File: src/source/lsu_pkg.sv
package lsu_pkg;

    // Data path widths
    localparam int XLEN = 32;
    localparam int REG_ADDR_WIDTH = 5;
    localparam int BYTE_LANES = XLEN / 8;

    typedef logic [XLEN-1:0] word_t;
    typedef logic [REG_ADDR_WIDTH-1:0] reg_addr_t;
    typedef logic [BYTE_LANES-1:0] byte_en_t;

    // Control bundle carried from EX/MEM into MEM/WB
    localparam int CONTROL_SIGNALS_WIDTH = 7;

    typedef logic [CONTROL_SIGNALS_WIDTH-1:0] ctrl_t;

    // Bit positions inside ctrl_t
    localparam int CTRL_REG_WRITE = 0;
    localparam int CTRL_MEM_READ = 1;
    localparam int CTRL_MEM_WRITE = 2;
    localparam int CTRL_MEM_WIDTH_LSB = 3;
    localparam int CTRL_MEM_UNSIGNED = 6;

    // Width field is three bits wide, codes above MEM_WORD behave as word
    localparam int MEM_WIDTH_BITS = 3;

    typedef enum logic [MEM_WIDTH_BITS-1:0] {
        MEM_BYTE = 3'd0,
        MEM_HALF = 3'd1,
        MEM_WORD = 3'd2
    } mem_width_e;

    // Data memory geometry, 256 words = 1 KB
    localparam int DMEM_WORDS = 256;
    localparam int DMEM_INDEX_BITS = 8;

    // Retirement statistics
    localparam int COUNT_WIDTH = 32;

endpackage
File: src/source/retire_counters.sv
`timescale 1ns/1ps

module retire_counters (
    input  logic                            clk,
    input  logic                            reset,
    input  lsu_pkg::ctrl_t                  mem_wb_control_signals,
    input  logic                            mem_wb_valid,
    output logic [lsu_pkg::COUNT_WIDTH-1:0] retired_count,
    output logic [lsu_pkg::COUNT_WIDTH-1:0] load_count,
    output logic [lsu_pkg::COUNT_WIDTH-1:0] store_count
);

    import lsu_pkg::*;

    logic is_load;
    logic is_store;

    // Only valid entries leaving WB count
    assign is_load  = mem_wb_valid & mem_wb_control_signals[CTRL_MEM_READ];
    assign is_store = mem_wb_valid & mem_wb_control_signals[CTRL_MEM_WRITE];

    // All three counters wrap silently
    always_ff @(posedge clk or posedge reset) begin
        if (reset) begin
            retired_count <= '0;
            load_count    <= '0;
            store_count   <= '0;
        end else begin
            if (mem_wb_valid) begin
                retired_count <= retired_count + 1'b1;
            end
            if (is_load) begin
                load_count <= load_count + 1'b1;
            end
            if (is_store) begin
                store_count <= store_count + 1'b1;
            end
        end
    end

endmodule

File: config.mk
export PLATFORM = sky130hd
export DESIGN_NAME = retire_counters
export DESIGN_NICKNAME = d
export VERILOG_FILES = /design/src/source/lsu_pkg.sv /design/src/source/retire_counters.sv
export SDC_FILE = /design/constraint.sdc
export NUM_CORES = 1
export LEC_CHECK = 0
export ABC_AREA = 1
export BUFFER_PORTS_ARGS = -buffer_cell sky130_fd_sc_hd__buf_2
export CAP_MARGIN = 10
export CORE_MARGIN = 2
export CORE_UTILIZATION = 50
export DETAILED_ROUTE_END_ITERATION = 16
export GPL_ROUTABILITY_DRIVEN = 1
export GPL_TIMING_DRIVEN = 0
export PLACE_DENSITY = 0.77
export SLEW_MARGIN = 40
export SYNTH_ARGS = -nofsm -noshare
export SYNTH_HDL_FRONTEND = slang
export SYNTH_SLANG_ARGS = --single-unit
export TNS_END_PERCENT = 30
File: constraint.sdc
create_clock -name clk -period 2.7 [get_ports clk]
set_input_delay 0.27 -clock clk [delete_from_list [all_inputs] [get_ports clk]]
set_output_delay 0.27 -clock clk [all_outputs]
set_load 0.1 [all_outputs]
# Word level (Yosys, flattened, before mapping)
# Cells that the tools add are included.
dict set report totals {
  ff_bits 96
  in_bits 10
  out_inout_bits 96
  wordCells 8
}
dict set report classes {
  addsub 3
  bitwise_logic 2
}
# op n
set ops {}
lappend ops {{adder 32 x 1 -> 32 bit (second input constant)} 3}
lappend ops {{AND 1 bit} 2}

# Longest topological paths before layout
dict set report logic_depth {
  word_depth 1
  ltp_mapped 9
  mapped_depth_nobuf 8
}

# Least setup slack after synthesis
# No wires, ideal clock.
dict set report synth_path {
  path_kind {reg2reg}
  start {reg store_count[1] (netlist bit)}
  end {reg store_count[22] (netlist bit)}
  setup_ns 0.161
  t_arrival_ns 2.049
  required_time_ns 2.539
  slack_ns 0.490
  path_stages_with_launch 8
  n_path_buf 0
  period_less_slack_ns 2.210
  path_cell_list {dfrtp_1 -> ha_1 -> nand3_1 -> nor2_4 -> nand2_2 -> nor2_4 -> nand2_1 -> xnor2_1}
}
dict set report synth_between {
  elab_chain_cells 1
}
# element line
set synth_rtl {}
lappend synth_rtl {{start: declaration} retire_counters.sv:10} ;# output logic [lsu_pkg::COUNT_WIDTH-1:0] store_count
lappend synth_rtl {{start signal: assignment} retire_counters.sv:36} ;# store_count <= store_count + 1'b1;
lappend synth_rtl {{adder 32 x 1 -> 32 bit} retire_counters.sv:36}
# No other way between the ends.
# A chain may end at the register's enable or synchronous reset.

# Worst setup path in the final report
dict set report layout_path {
  start {reg store_count[27] (netlist bit)}
  end {out store_count[27] (netlist bit)}
}
# No word-level cell between the ends.

==> reports/qor.txt <==
Total global routing overflow = 0
Worst skew pair latency = 0.36 ns
Clk slew on worst S/H paths = 0.09 ns
Clk buf depth = 2
Max IR drop VDD = 0.790 mV
Initial antenna violation count = 0
Crit-path cells = buf_2
Final Net Count = 764
Drt first-iter violations = 185
Worst setup SP type = flip-flop
Avg Cell Area, Syn = 8.14 sq um
Final Worst Setup Slack = 1.09 ns
Tot Pwr = 4.50 mW
Cell row count = 37
Fill count = 919
Synth Warn # = 0
RSZ-0062 raised after global routing = false
DRT Wirelength = 12.2 mm
Synth unique cells = 24
Commonest non-fill, non-tap cell in the layout = nand2_1
Initial Utilization = 0.508
Htree depth = 3
Max_slew headroom = 0.672
Final hold viol count = 0
Antenna cells = 0
Clock Sinks = 96
Root buffer cell = clkbuf_8
Tmin final = 1.61 ns
# IOs = 106
Pre-CTS WS = 1.12 ns
Vias in the first global route = 4442
Hold WC Path Type = input port to flip-flop
Setup TNS = 0 ns
Cells after synthesis = 636
Die ar. = 0.0112 sq mm
WHS = 0.176 ns
DRC = 0
Core area = 0.0102 sq mm
Die height = 106 um
Final period utilization = 0.596
Pwr Density = 729 mW/mm^2
CTS resizes = 0
Routed Antenna Nets = 0
Die W = 106 um
Final HPWL DP = 9.25 mm
Syn_nets = 649
CTS tree = yes
Layout cells sized above 1 = 0.209
Status = complete, no violations
Critical path type = flip-flop to output port
Largest net degree at the start of global routing = 26
Crit. End Element = output port
Crit path buf inv count = 1
P_leak = 3.13 nW
Area growth from synthesis to layout = 19.3%
DR vias/cell = 5.19
Setup violations, final = 0
Max-Cap Viols = 0
Worst Max-Slew Pin Slew = 0.496 ns
Gr usage total = 0.229
GPL Wtd Cong = 0.947
First-pass GRT wire length = 20.8 mm
Max frequency = 621 MHz
Slowest-stage cell, CP = dfrtp_1
Top delay family on crit path = flip-flops
Most frequent cells in the layout = 186 x nand2_1, 99 x buf_2, 96 x dfrtp_1
Routed len/inst = 13.7 um
Required time worst endpoint = 2.43 ns
Clk_skew = 0.0109 ns
Final slew viol count = 0
Crit path arrival time = 1.34 ns
Via count = 4621
Max FO, Critical Path = 7
Sequential fraction of the synthesis area = 0.464
I/O Buffers = 99
Post-synthesis cell area = 0.00518 sq mm
Seq cells post-synth = 96
First drt pass iteration count = 4
Max incr delay on CP = 0.49 ns
CTS Buf Count = 9
flip-flops by register name (all words and copies together) (netlist names):
name and flops:
retired_count 32, load_count 32, store_count 32
metrics by stage:
step,cells,util,cell area [sq um]
after floorplan,636,-,5180
after global placement,871,0.574,5850
after detailed placement,875,0.582,5930
after CTS,891,0.607,6180
after global routing,891,0.607,6180
final,891,0.607,6180
kinds of logic after synthesis:
group           synth area share
buf+inv                   0.0580
compound gates           0.00387
simple gates               0.363
xor+xnor                   0.102
flops                      0.464
fa+ha+maj                0.00725
mux                      0.00218
report_power, final:
group / total (mW) / leakage [nW] / internal, mW / switching, mW
Clock: 1.11 / 0.122 / 0.619 / 0.488
Combinational: 1.63 / 1.74 / 0.260 / 1.37
Sequential: 1.77 / 1.28 / 1.58 / 0.190
Yosys cell counts:
cell	n	share of area
and3b_1	1	0.0017
buf_6	1	0.0022
dfrtp_1	96	0.46
ha_1	3	0.0073
inv_1	75	0.054
inv_2	2	0.0015
mux2_2	1	0.0022
nand2_1	186	0.13
nand2_2	3	0.0036
nand2_4	2	0.0044
nand2b_1	1	0.0012
nand3_1	44	0.043
nand3_2	2	0.0039
nand3_4	2	0.0068
nand3b_1	10	0.015
nand4_1	38	0.046
nor2_1	66	0.048
nor2_2	13	0.016
nor2_4	10	0.022
nor3_1	13	0.013
nor3_2	3	0.0058
o21ai_0	4	0.0039
xnor2_1	28	0.047
xor2_1	32	0.054
timing repair:
action / in CTS / in global routing
buffers inserted: 0 / 0
hold endpoints to repair: 16 / 0
hold buffers: 1 / 0
metal layers:
layer	up-vias	wire, um	GRT usage
li1	2245	-	-
met1	2221	5500	0.311
met2	136	5720	0.364
met3	19	704	0.0495
met4	0	239	0.0818
met5	-	0	0
worst register-to-register path, cell delays in order, from the launching register on:
cell and delay, ns:
dfrtp_1 0.43, ha_1 0.20, nand3_1 0.19, nor2_4 0.19, nand2_2 0.08, nor2_4 0.18, nand2_1 0.09, xnor2_1 0.13
area by class of cell:
| class | count | area, sq um | share of cell area |
|---|---|---|---|
| well taps | 136 | 170 | 0.0275 |
| clock buffers | 13 | 179 | 0.0290 |
| multi-input cells | 462 | 2470 | 0.400 |
| inverters | 77 | 293 | 0.0474 |
| plain buffers | 1 | 11.3 | 0.00182 |
| repair buffers | 104 | 588 | 0.0952 |
| flip-flops and latches | 96 | 2400 | 0.389 |
| clock inverters | 2 | 60.1 | 0.00972 |
final timing paths:
path	start	endpoint	slack [ns]	cells after the start
worst max-delay path	store_count[27]$_DFFE_PP0P_	store_count[27]	1.09	1
worst min-delay path	mem_wb_valid	retired_count[0]$_DFFE_PP0P_	0.18	2
worst max register to register	store_count[1]$_DFFE_PP0P_	store_count[22]$_DFFE_PP0P_	1.11	7
worst min register to register	retired_count[31]$_DFFE_PP0P_	retired_count[31]$_DFFE_PP0P_	0.50	2
max in group asynchronous	reset	store_count[20]$_DFFE_PP0P_	1.60	5
min in group asynchronous	reset	load_count[9]$_DFFE_PP0P_	0.45	3
(Power assumes the default switching activity.)
