==> src/source/lsu_pkg.sv <==
package lsu_pkg;

    // Data path widths
    localparam int XLEN = 32;
    localparam int REG_ADDR_WIDTH = 5;
    localparam int BYTE_LANES = XLEN / 8;

    typedef logic [XLEN-1:0] word_t;
    typedef logic [REG_ADDR_WIDTH-1:0] reg_addr_t;
    typedef logic [BYTE_LANES-1:0] byte_en_t;

    // Control bundle carried from EX/MEM into MEM/WB
    localparam int CONTROL_SIGNALS_WIDTH = 7;

    typedef logic [CONTROL_SIGNALS_WIDTH-1:0] ctrl_t;

    // Bit positions inside ctrl_t
    localparam int CTRL_REG_WRITE = 0;
    localparam int CTRL_MEM_READ = 1;
    localparam int CTRL_MEM_WRITE = 2;
    localparam int CTRL_MEM_WIDTH_LSB = 3;
    localparam int CTRL_MEM_UNSIGNED = 6;

    // Width field is three bits wide, codes above MEM_WORD behave as word
    localparam int MEM_WIDTH_BITS = 3;

    typedef enum logic [MEM_WIDTH_BITS-1:0] {
        MEM_BYTE = 3'd0,
        MEM_HALF = 3'd1,
        MEM_WORD = 3'd2
    } mem_width_e;

    // Data memory geometry, 256 words = 1 KB
    localparam int DMEM_WORDS = 256;
    localparam int DMEM_INDEX_BITS = 8;

    // Retirement statistics
    localparam int COUNT_WIDTH = 32;

endpackage
==> src/source/mem_stage.sv <==
`timescale 1ns/1ps

module mem_stage (
    input  logic                 clk,
    input  logic                 reset,

    // EX/MEM register contents
    input  lsu_pkg::word_t       ex_mem_pc,
    input  lsu_pkg::word_t       ex_mem_alu_result,
    input  lsu_pkg::word_t       ex_mem_rs2_data,
    input  lsu_pkg::reg_addr_t   ex_mem_rd_addr,
    input  lsu_pkg::ctrl_t       ex_mem_control_signals,
    input  logic                 ex_mem_valid,

    // Single-cycle data memory port
    output lsu_pkg::word_t       dmem_addr,
    input  lsu_pkg::word_t       dmem_data_in,
    output lsu_pkg::word_t       dmem_data_out,
    output logic                 dmem_read,
    output logic                 dmem_write,
    output lsu_pkg::byte_en_t    dmem_byte_enable,

    // MEM/WB register
    output lsu_pkg::word_t       mem_wb_pc,
    output lsu_pkg::word_t       mem_wb_alu_result,
    output lsu_pkg::word_t       mem_wb_mem_data,
    output lsu_pkg::reg_addr_t   mem_wb_rd_addr,
    output lsu_pkg::ctrl_t       mem_wb_control_signals,
    output logic                 mem_wb_valid
);

    import lsu_pkg::*;

    logic       mem_read_en;
    logic       mem_write_en;
    logic       mem_unsigned;
    mem_width_e mem_width;
    logic [1:0] byte_offset;
    logic [7:0] load_byte;
    logic [15:0] load_half;
    word_t      load_data;

    // Unpack the control bundle
    assign mem_read_en  = ex_mem_control_signals[CTRL_MEM_READ];
    assign mem_write_en = ex_mem_control_signals[CTRL_MEM_WRITE];
    assign mem_unsigned = ex_mem_control_signals[CTRL_MEM_UNSIGNED];
    assign mem_width    = mem_width_e'(
        ex_mem_control_signals[CTRL_MEM_WIDTH_LSB +: MEM_WIDTH_BITS]);
    assign byte_offset  = ex_mem_alu_result[1:0];

    // Address and lane-aligned store data go straight out
    assign dmem_addr     = ex_mem_alu_result;
    assign dmem_data_out = ex_mem_rs2_data;
    assign dmem_read     = mem_read_en;
    // A bubble must never disturb memory
    assign dmem_write    = mem_write_en & ex_mem_valid;

    // Lane enables from access width and low address bits
    always_comb begin
        case (mem_width)
            MEM_BYTE: dmem_byte_enable = byte_en_t'(4'b0001 << byte_offset);
            MEM_HALF: dmem_byte_enable = byte_offset[1] ? 4'b1100 : 4'b0011;
            default:  dmem_byte_enable = 4'b1111;
        endcase
    end

    // Pick the addressed lane out of the returned word
    always_comb begin
        case (byte_offset)
            2'b00:   load_byte = dmem_data_in[7:0];
            2'b01:   load_byte = dmem_data_in[15:8];
            2'b10:   load_byte = dmem_data_in[23:16];
            default: load_byte = dmem_data_in[31:24];
        endcase
        load_half = byte_offset[1] ? dmem_data_in[31:16] : dmem_data_in[15:0];
    end

    // Loaded lane is zero or sign extended and non-loads return zero
    always_comb begin
        if (!mem_read_en) begin
            load_data = '0;
        end else begin
            case (mem_width)
                MEM_BYTE: begin
                    if (mem_unsigned) begin
                        load_data = {24'b0, load_byte};
                    end else begin
                        load_data = {{24{load_byte[7]}}, load_byte};
                    end
                end
                MEM_HALF: begin
                    if (mem_unsigned) begin
                        load_data = {16'b0, load_half};
                    end else begin
                        load_data = {{16{load_half[15]}}, load_half};
                    end
                end
                default:  load_data = dmem_data_in;
            endcase
        end
    end

    // MEM/WB pipeline register
    always_ff @(posedge clk or posedge reset) begin
        if (reset) begin
            mem_wb_pc              <= '0;
            mem_wb_alu_result      <= '0;
            mem_wb_mem_data        <= '0;
            mem_wb_rd_addr         <= '0;
            mem_wb_control_signals <= '0;
            mem_wb_valid           <= 1'b0;
        end else begin
            mem_wb_pc              <= ex_mem_pc;
            mem_wb_alu_result      <= ex_mem_alu_result;
            mem_wb_mem_data        <= load_data;
            mem_wb_rd_addr         <= ex_mem_rd_addr;
            mem_wb_control_signals <= ex_mem_control_signals;
            mem_wb_valid           <= ex_mem_valid;
        end
    end

endmodule

==> config.mk <==
export PLATFORM = sky130hd
export DESIGN_NAME = mem_stage
export DESIGN_NICKNAME = d
export VERILOG_FILES = /design/src/source/lsu_pkg.sv /design/src/source/mem_stage.sv
export SDC_FILE = /design/constraint.sdc
export NUM_CORES = 1
export LEC_CHECK = 0
export BUFFER_PORTS_ARGS = -buffer_cell sky130_fd_sc_hd__buf_2
export CELL_PAD_IN_SITES_DETAIL_PLACEMENT = 1
export CELL_PAD_IN_SITES_GLOBAL_PLACEMENT = 2
export CORE_ASPECT_RATIO = 0.8
export CORE_MARGIN = 5
export CORE_UTILIZATION = 23
export DETAILED_ROUTE_END_ITERATION = 10
export HOLD_SLACK_MARGIN = 0.08
export PLACE_DENSITY = 0.88
export SLEW_MARGIN = 40
export SYNTH_ARGS = -nofsm -noshare
export SYNTH_HDL_FRONTEND = slang
export SYNTH_SLANG_ARGS = --single-unit
==> constraint.sdc <==
create_clock -name clk -period 7.57 [get_ports clk]
set_clock_uncertainty 0.2 [all_clocks]
set_input_delay 0.757 -clock clk [delete_from_list [all_inputs] [get_ports clk]]
set_output_delay 0.757 -clock clk [all_outputs]
set_load 0.01 [all_outputs]
After elaboration in Yosys (flattened, before gate mapping)

Index checks and enable logic that the tools add are counted.
Widths: inputs -> output; s select.

Bits in registers: 109
Bits in latches: 0
RAM bits: 0
Bits in read-only memories: 0
Bits of input ports: 143
Output and inout bits: 179
Word-level logic and storage cells: 21
Memories: 0

Add/sub/neg operators: 0
$mul: 0
Div/mod/pow operators: 0
Magnitude comparators: 0
Equality and inequality tests: 3
Shift operators: 1
Muxes and demuxes: 8
Bitwise operators: 1
Reduce and logical (&&, ||, !) cells: 2

Operators with widths:

| cell                | number |
|---|---|
| $mux 32             | 3 |
| $pmux 32 s2         | 1 |
| $pmux 8 s3          | 1 |
| $mux 16             | 1 |
| $pmux 4 s2          | 1 |
| $mux 4              | 1 |
| $shl 1x2->4 const A | 1 |
| $eq 3x1->1 const B  | 1 |
| $logic_not 3->1     | 1 |
| $eq 2x1->1 const B  | 1 |
| $eq 2x2->1 const B  | 1 |
| $logic_not 2->1     | 1 |
| $and 1x1->1         | 1 |

Longest topological paths before layout

Depth after elaboration: 5
Mapped depth: 6

Least setup slack after synthesis

No wires, ideal clock.

Path kind: input to output
Start: input ex_mem_alu_result[0]
End: output dmem_byte_enable[2]
Data arrival time: 1.365 ns
Setup slack: 5.248 ns
Stages on the path: 4
Buffers on the path: 1
Path through: or2b_1 > clkbuf_1 > nand2_1 > nand2_1

Cells in the longest elaborated chain, start to end: 2

Ends and longest elaborated chain:

| what            | line            | text |
|---|---|---|
| start, declared | mem_stage.sv:9  | `input lsu_pkg::word_t ex_mem_alu_result,` |
| $shl 1x2->4     | mem_stage.sv:61 | `MEM_BYTE: dmem_byte_enable = byte_en_t'(4'b0001 << byte_offset);` |
| $pmux 4 s2      | mem_stage.sv:60 | `case (mem_width)` |
| end, declared   | mem_stage.sv:21 | `output lsu_pkg::byte_en_t dmem_byte_enable,` |

No other way between the ends.

Worst setup path in the final report

Ends and elaborated chain as after synthesis.

==> impl_metrics.ini <==
[run_status]
status = completed

[yosys]
yosys.area.top_type = dfrtp_1
ys.flop_type = dfrtp_1
synth_seq_cells = 109
synthArstFlopShare_pct = 100
syn_nets = 418
netlist_top_cells_area = dfrtp_1 (70%), buf_4 (13%), a21o_1 (3.3%)
synth_edf_count = 0
yosys.area.top_type_share_pct = 69.9
yosysWarnings = 0
seq_area_frac_synth_pct = 69.9
synth.distinct_cells = 32
synthesis.instances = 275
syn_area_sq_um = 3900
postSynthAreaPerCell_sq_um = 14.2

[timing]
hold_viol = 0
period_share_pct = 34.5
final-max-slew-violation-count = 0
grt_setup_unrepaired = no
fin_ws_ns = 4.96
max_slew_margin_pct = 52.9
setup_viol_count_final = 0
fin_setup_tns_ns = 0
max_freq_ghz = 0.382
whs_ns = 0.282
tightest_slew_ns = 0.702
period_minus_slack_ns = 2.61

[route]
wl_per_cell_um = 21.0
ant_nets = 0
via_count = 2853
first_pass_iters = 4
totalWireLength_um = 14600
viasPerCell = 4.10
drc_errors = 0
drt_iter0_drc = 102

[worst_setup_path]
worstPathArrival_ns = 1.66
start_kind = input port
cp_max_fo = 9
critPathCaptureType = primary output
crit_chain = buf_2, or2b_1, nand2_1, nand2_1, buf_2
cp-startpoint = ex_mem_alu_result[0]
cp_slowest_cell = or2b_1
cpPeakStageDelay_ns = 0.40
cp.required_ns = 6.61
crit_type = input port to primary output

[global_routing]
use_met2_pct = 26.1
grt_max_degree = 62
grt_overflow = 0
antenna_found_initial = 0
grt_pass1_wl_um = 21400
grt_usage_pct = 14.9
met1_usage_pct = 16.8
grt_use_met3_pct = 5.45
busiest_layer = met2
grt_pass1_vias = 3271

[cts]
ctsLongestPathBuffers = 2
cts-root-buf = clkbuf_16
cts_tree = yes
clk_pin_slew_ns = 0.08
cts_sinks = 109
cts_hold_buf = 0
cts_resized = 0
htreeDepth = 3
cts_made_buffers = 9
post_cts_buffers = 0

[die]
die_width_um = 156
io_pins = 322
start_util_pct = 23.5
core_area_sq_um = 16600
dieArea_sq_um = 19700
die_h_um = 127
fp-row-count = 42

[layout]
multi_input_area_sq_um = 616
fillers = 1900
final_core_util_pct = 31.6
antenna_cells = 0
finalNetCount = 614
area.growth.synth_to_final_pct = 34.4
drive_above_1_share_pct = 60.3
layout.area.seq_sq_um = 2730

[placement]
dp_hpwl_um = 12000
place_ws_ns = 4.94
gp_congestion = 0.814
numPortBuffers = 257

[hold_path]
hold_class = input port to async pin

[power]
peakVddDrop_v = 0.0000876
powerDensity_nw_per_um2 = 241
power.leakage_uw = 0.00284

[job]
cap_violations = 0
[worst max-delay path by stage]
stage                                      to  cells after the start
2_1_floorplan  mem_wb_alu_result[0]$_DFF_PP0_                      1
3_3_place_gp              dmem_byte_enable[2]                      5
3_5_place_dp    mem_wb_mem_data[28]$_DFF_PP0_                      5
4_1_cts                   dmem_byte_enable[2]                      5
5_1_grt                   dmem_byte_enable[2]                      5
6_report                  dmem_byte_enable[2]                      5
[metal layers]
| layer | vias to the layer above | wire length (um) |
|---|---|---|
| met3 | 27 | 1450 |
| met5 | - | 0 |
| met1 | 1422 | 5390 |
| li1 | 1244 | - |
| met4 | 0 | 232 |
| met2 | 160 | 7530 |
[flip-flops by register name, indices dropped and copies added, names as in the netlist]
| name | flops |
|---|---|
| mem_wb_rd_addr | 5 |
| mem_wb_control_signals | 7 |
| mem_wb_valid | 1 |
| mem_wb_mem_data | 32 |
| mem_wb_alu_result | 32 |
| mem_wb_pc | 32 |
[where the power goes]
part / total (uW) / internal, uW / switching, uW / leakage [uW]
registers: 622 / 613 / 8.55 / 0.00131
logic: 157 / 63.0 / 93.7 / 0.00138
clock network: 485 / 238 / 246 / 0.000152
[area by class of cell]
class / count / area share, %
Inverter: 3 / 0.262
Tap cell: 220 / 5.25
Clock inverter: 7 / 1.69
Timing Repair Buffer: 258 / 24.7
Multi-Input combinational cell: 90 / 11.7
Sequential cell: 109 / 52.0
Clock buffer: 9 / 4.29
[critical path, delay by kind of cell]
| kind | cells | cell delay, ns |
|---|---|---|
| AND/OR/NAND/NOR | 3 | 0.59 |
| buffers and inverters | 2 | 0.31 |
[synthesized netlist by cell type (2+ instances only)]
library cell	instances
a21o_1	17
clkbuf_1	2
buf_4	65
o21bai_1	7
buf_2	2
o21ai_0	3
nand2_1	20
dfrtp_1	109
a221o_1	7
buf_6	4
a22oi_1	9
inv_1	2
a21oi_1	7
nor2_1	2
o21ai_2	2
[layout by cell type (no fill, tap or decap), types with 2 or more instances in the layout]
cell type and count:
buf_2 257, dfrtp_1 109, nand2_1 20, a21o_1 17, a22oi_1 9, clkbuf_16 9, o21bai_1 7, a21oi_1 7
a221o_1 7, o21ai_0 3, clkinv_8 3, nor2_2 2, o21ai_2 2, inv_8 2
[through the flow]
step / cells / cell area [sq um] / total power (uW)
2_1_floorplan: 275 / 3900 / 725
3_3_place_gp: 680 / 4920 / 790
3_5_place_dp: 680 / 4930 / 795
4_1_cts: 696 / 5240 / 1290
5_1_grt: 696 / 5240 / 1330
6_report: 696 / 5240 / 1260
[cell families after synthesis]
family                 Yosys count  share of synthesized area [%]
AOI/OAI and AO/OA               56                           10.8
buffers and inverters           76                           14.4
DFF                            109                           69.9
muxes                            2                          0.673
and+or+nand+nor                 32                           4.20
No activity file was read; power rests on OpenSTA's default activity.
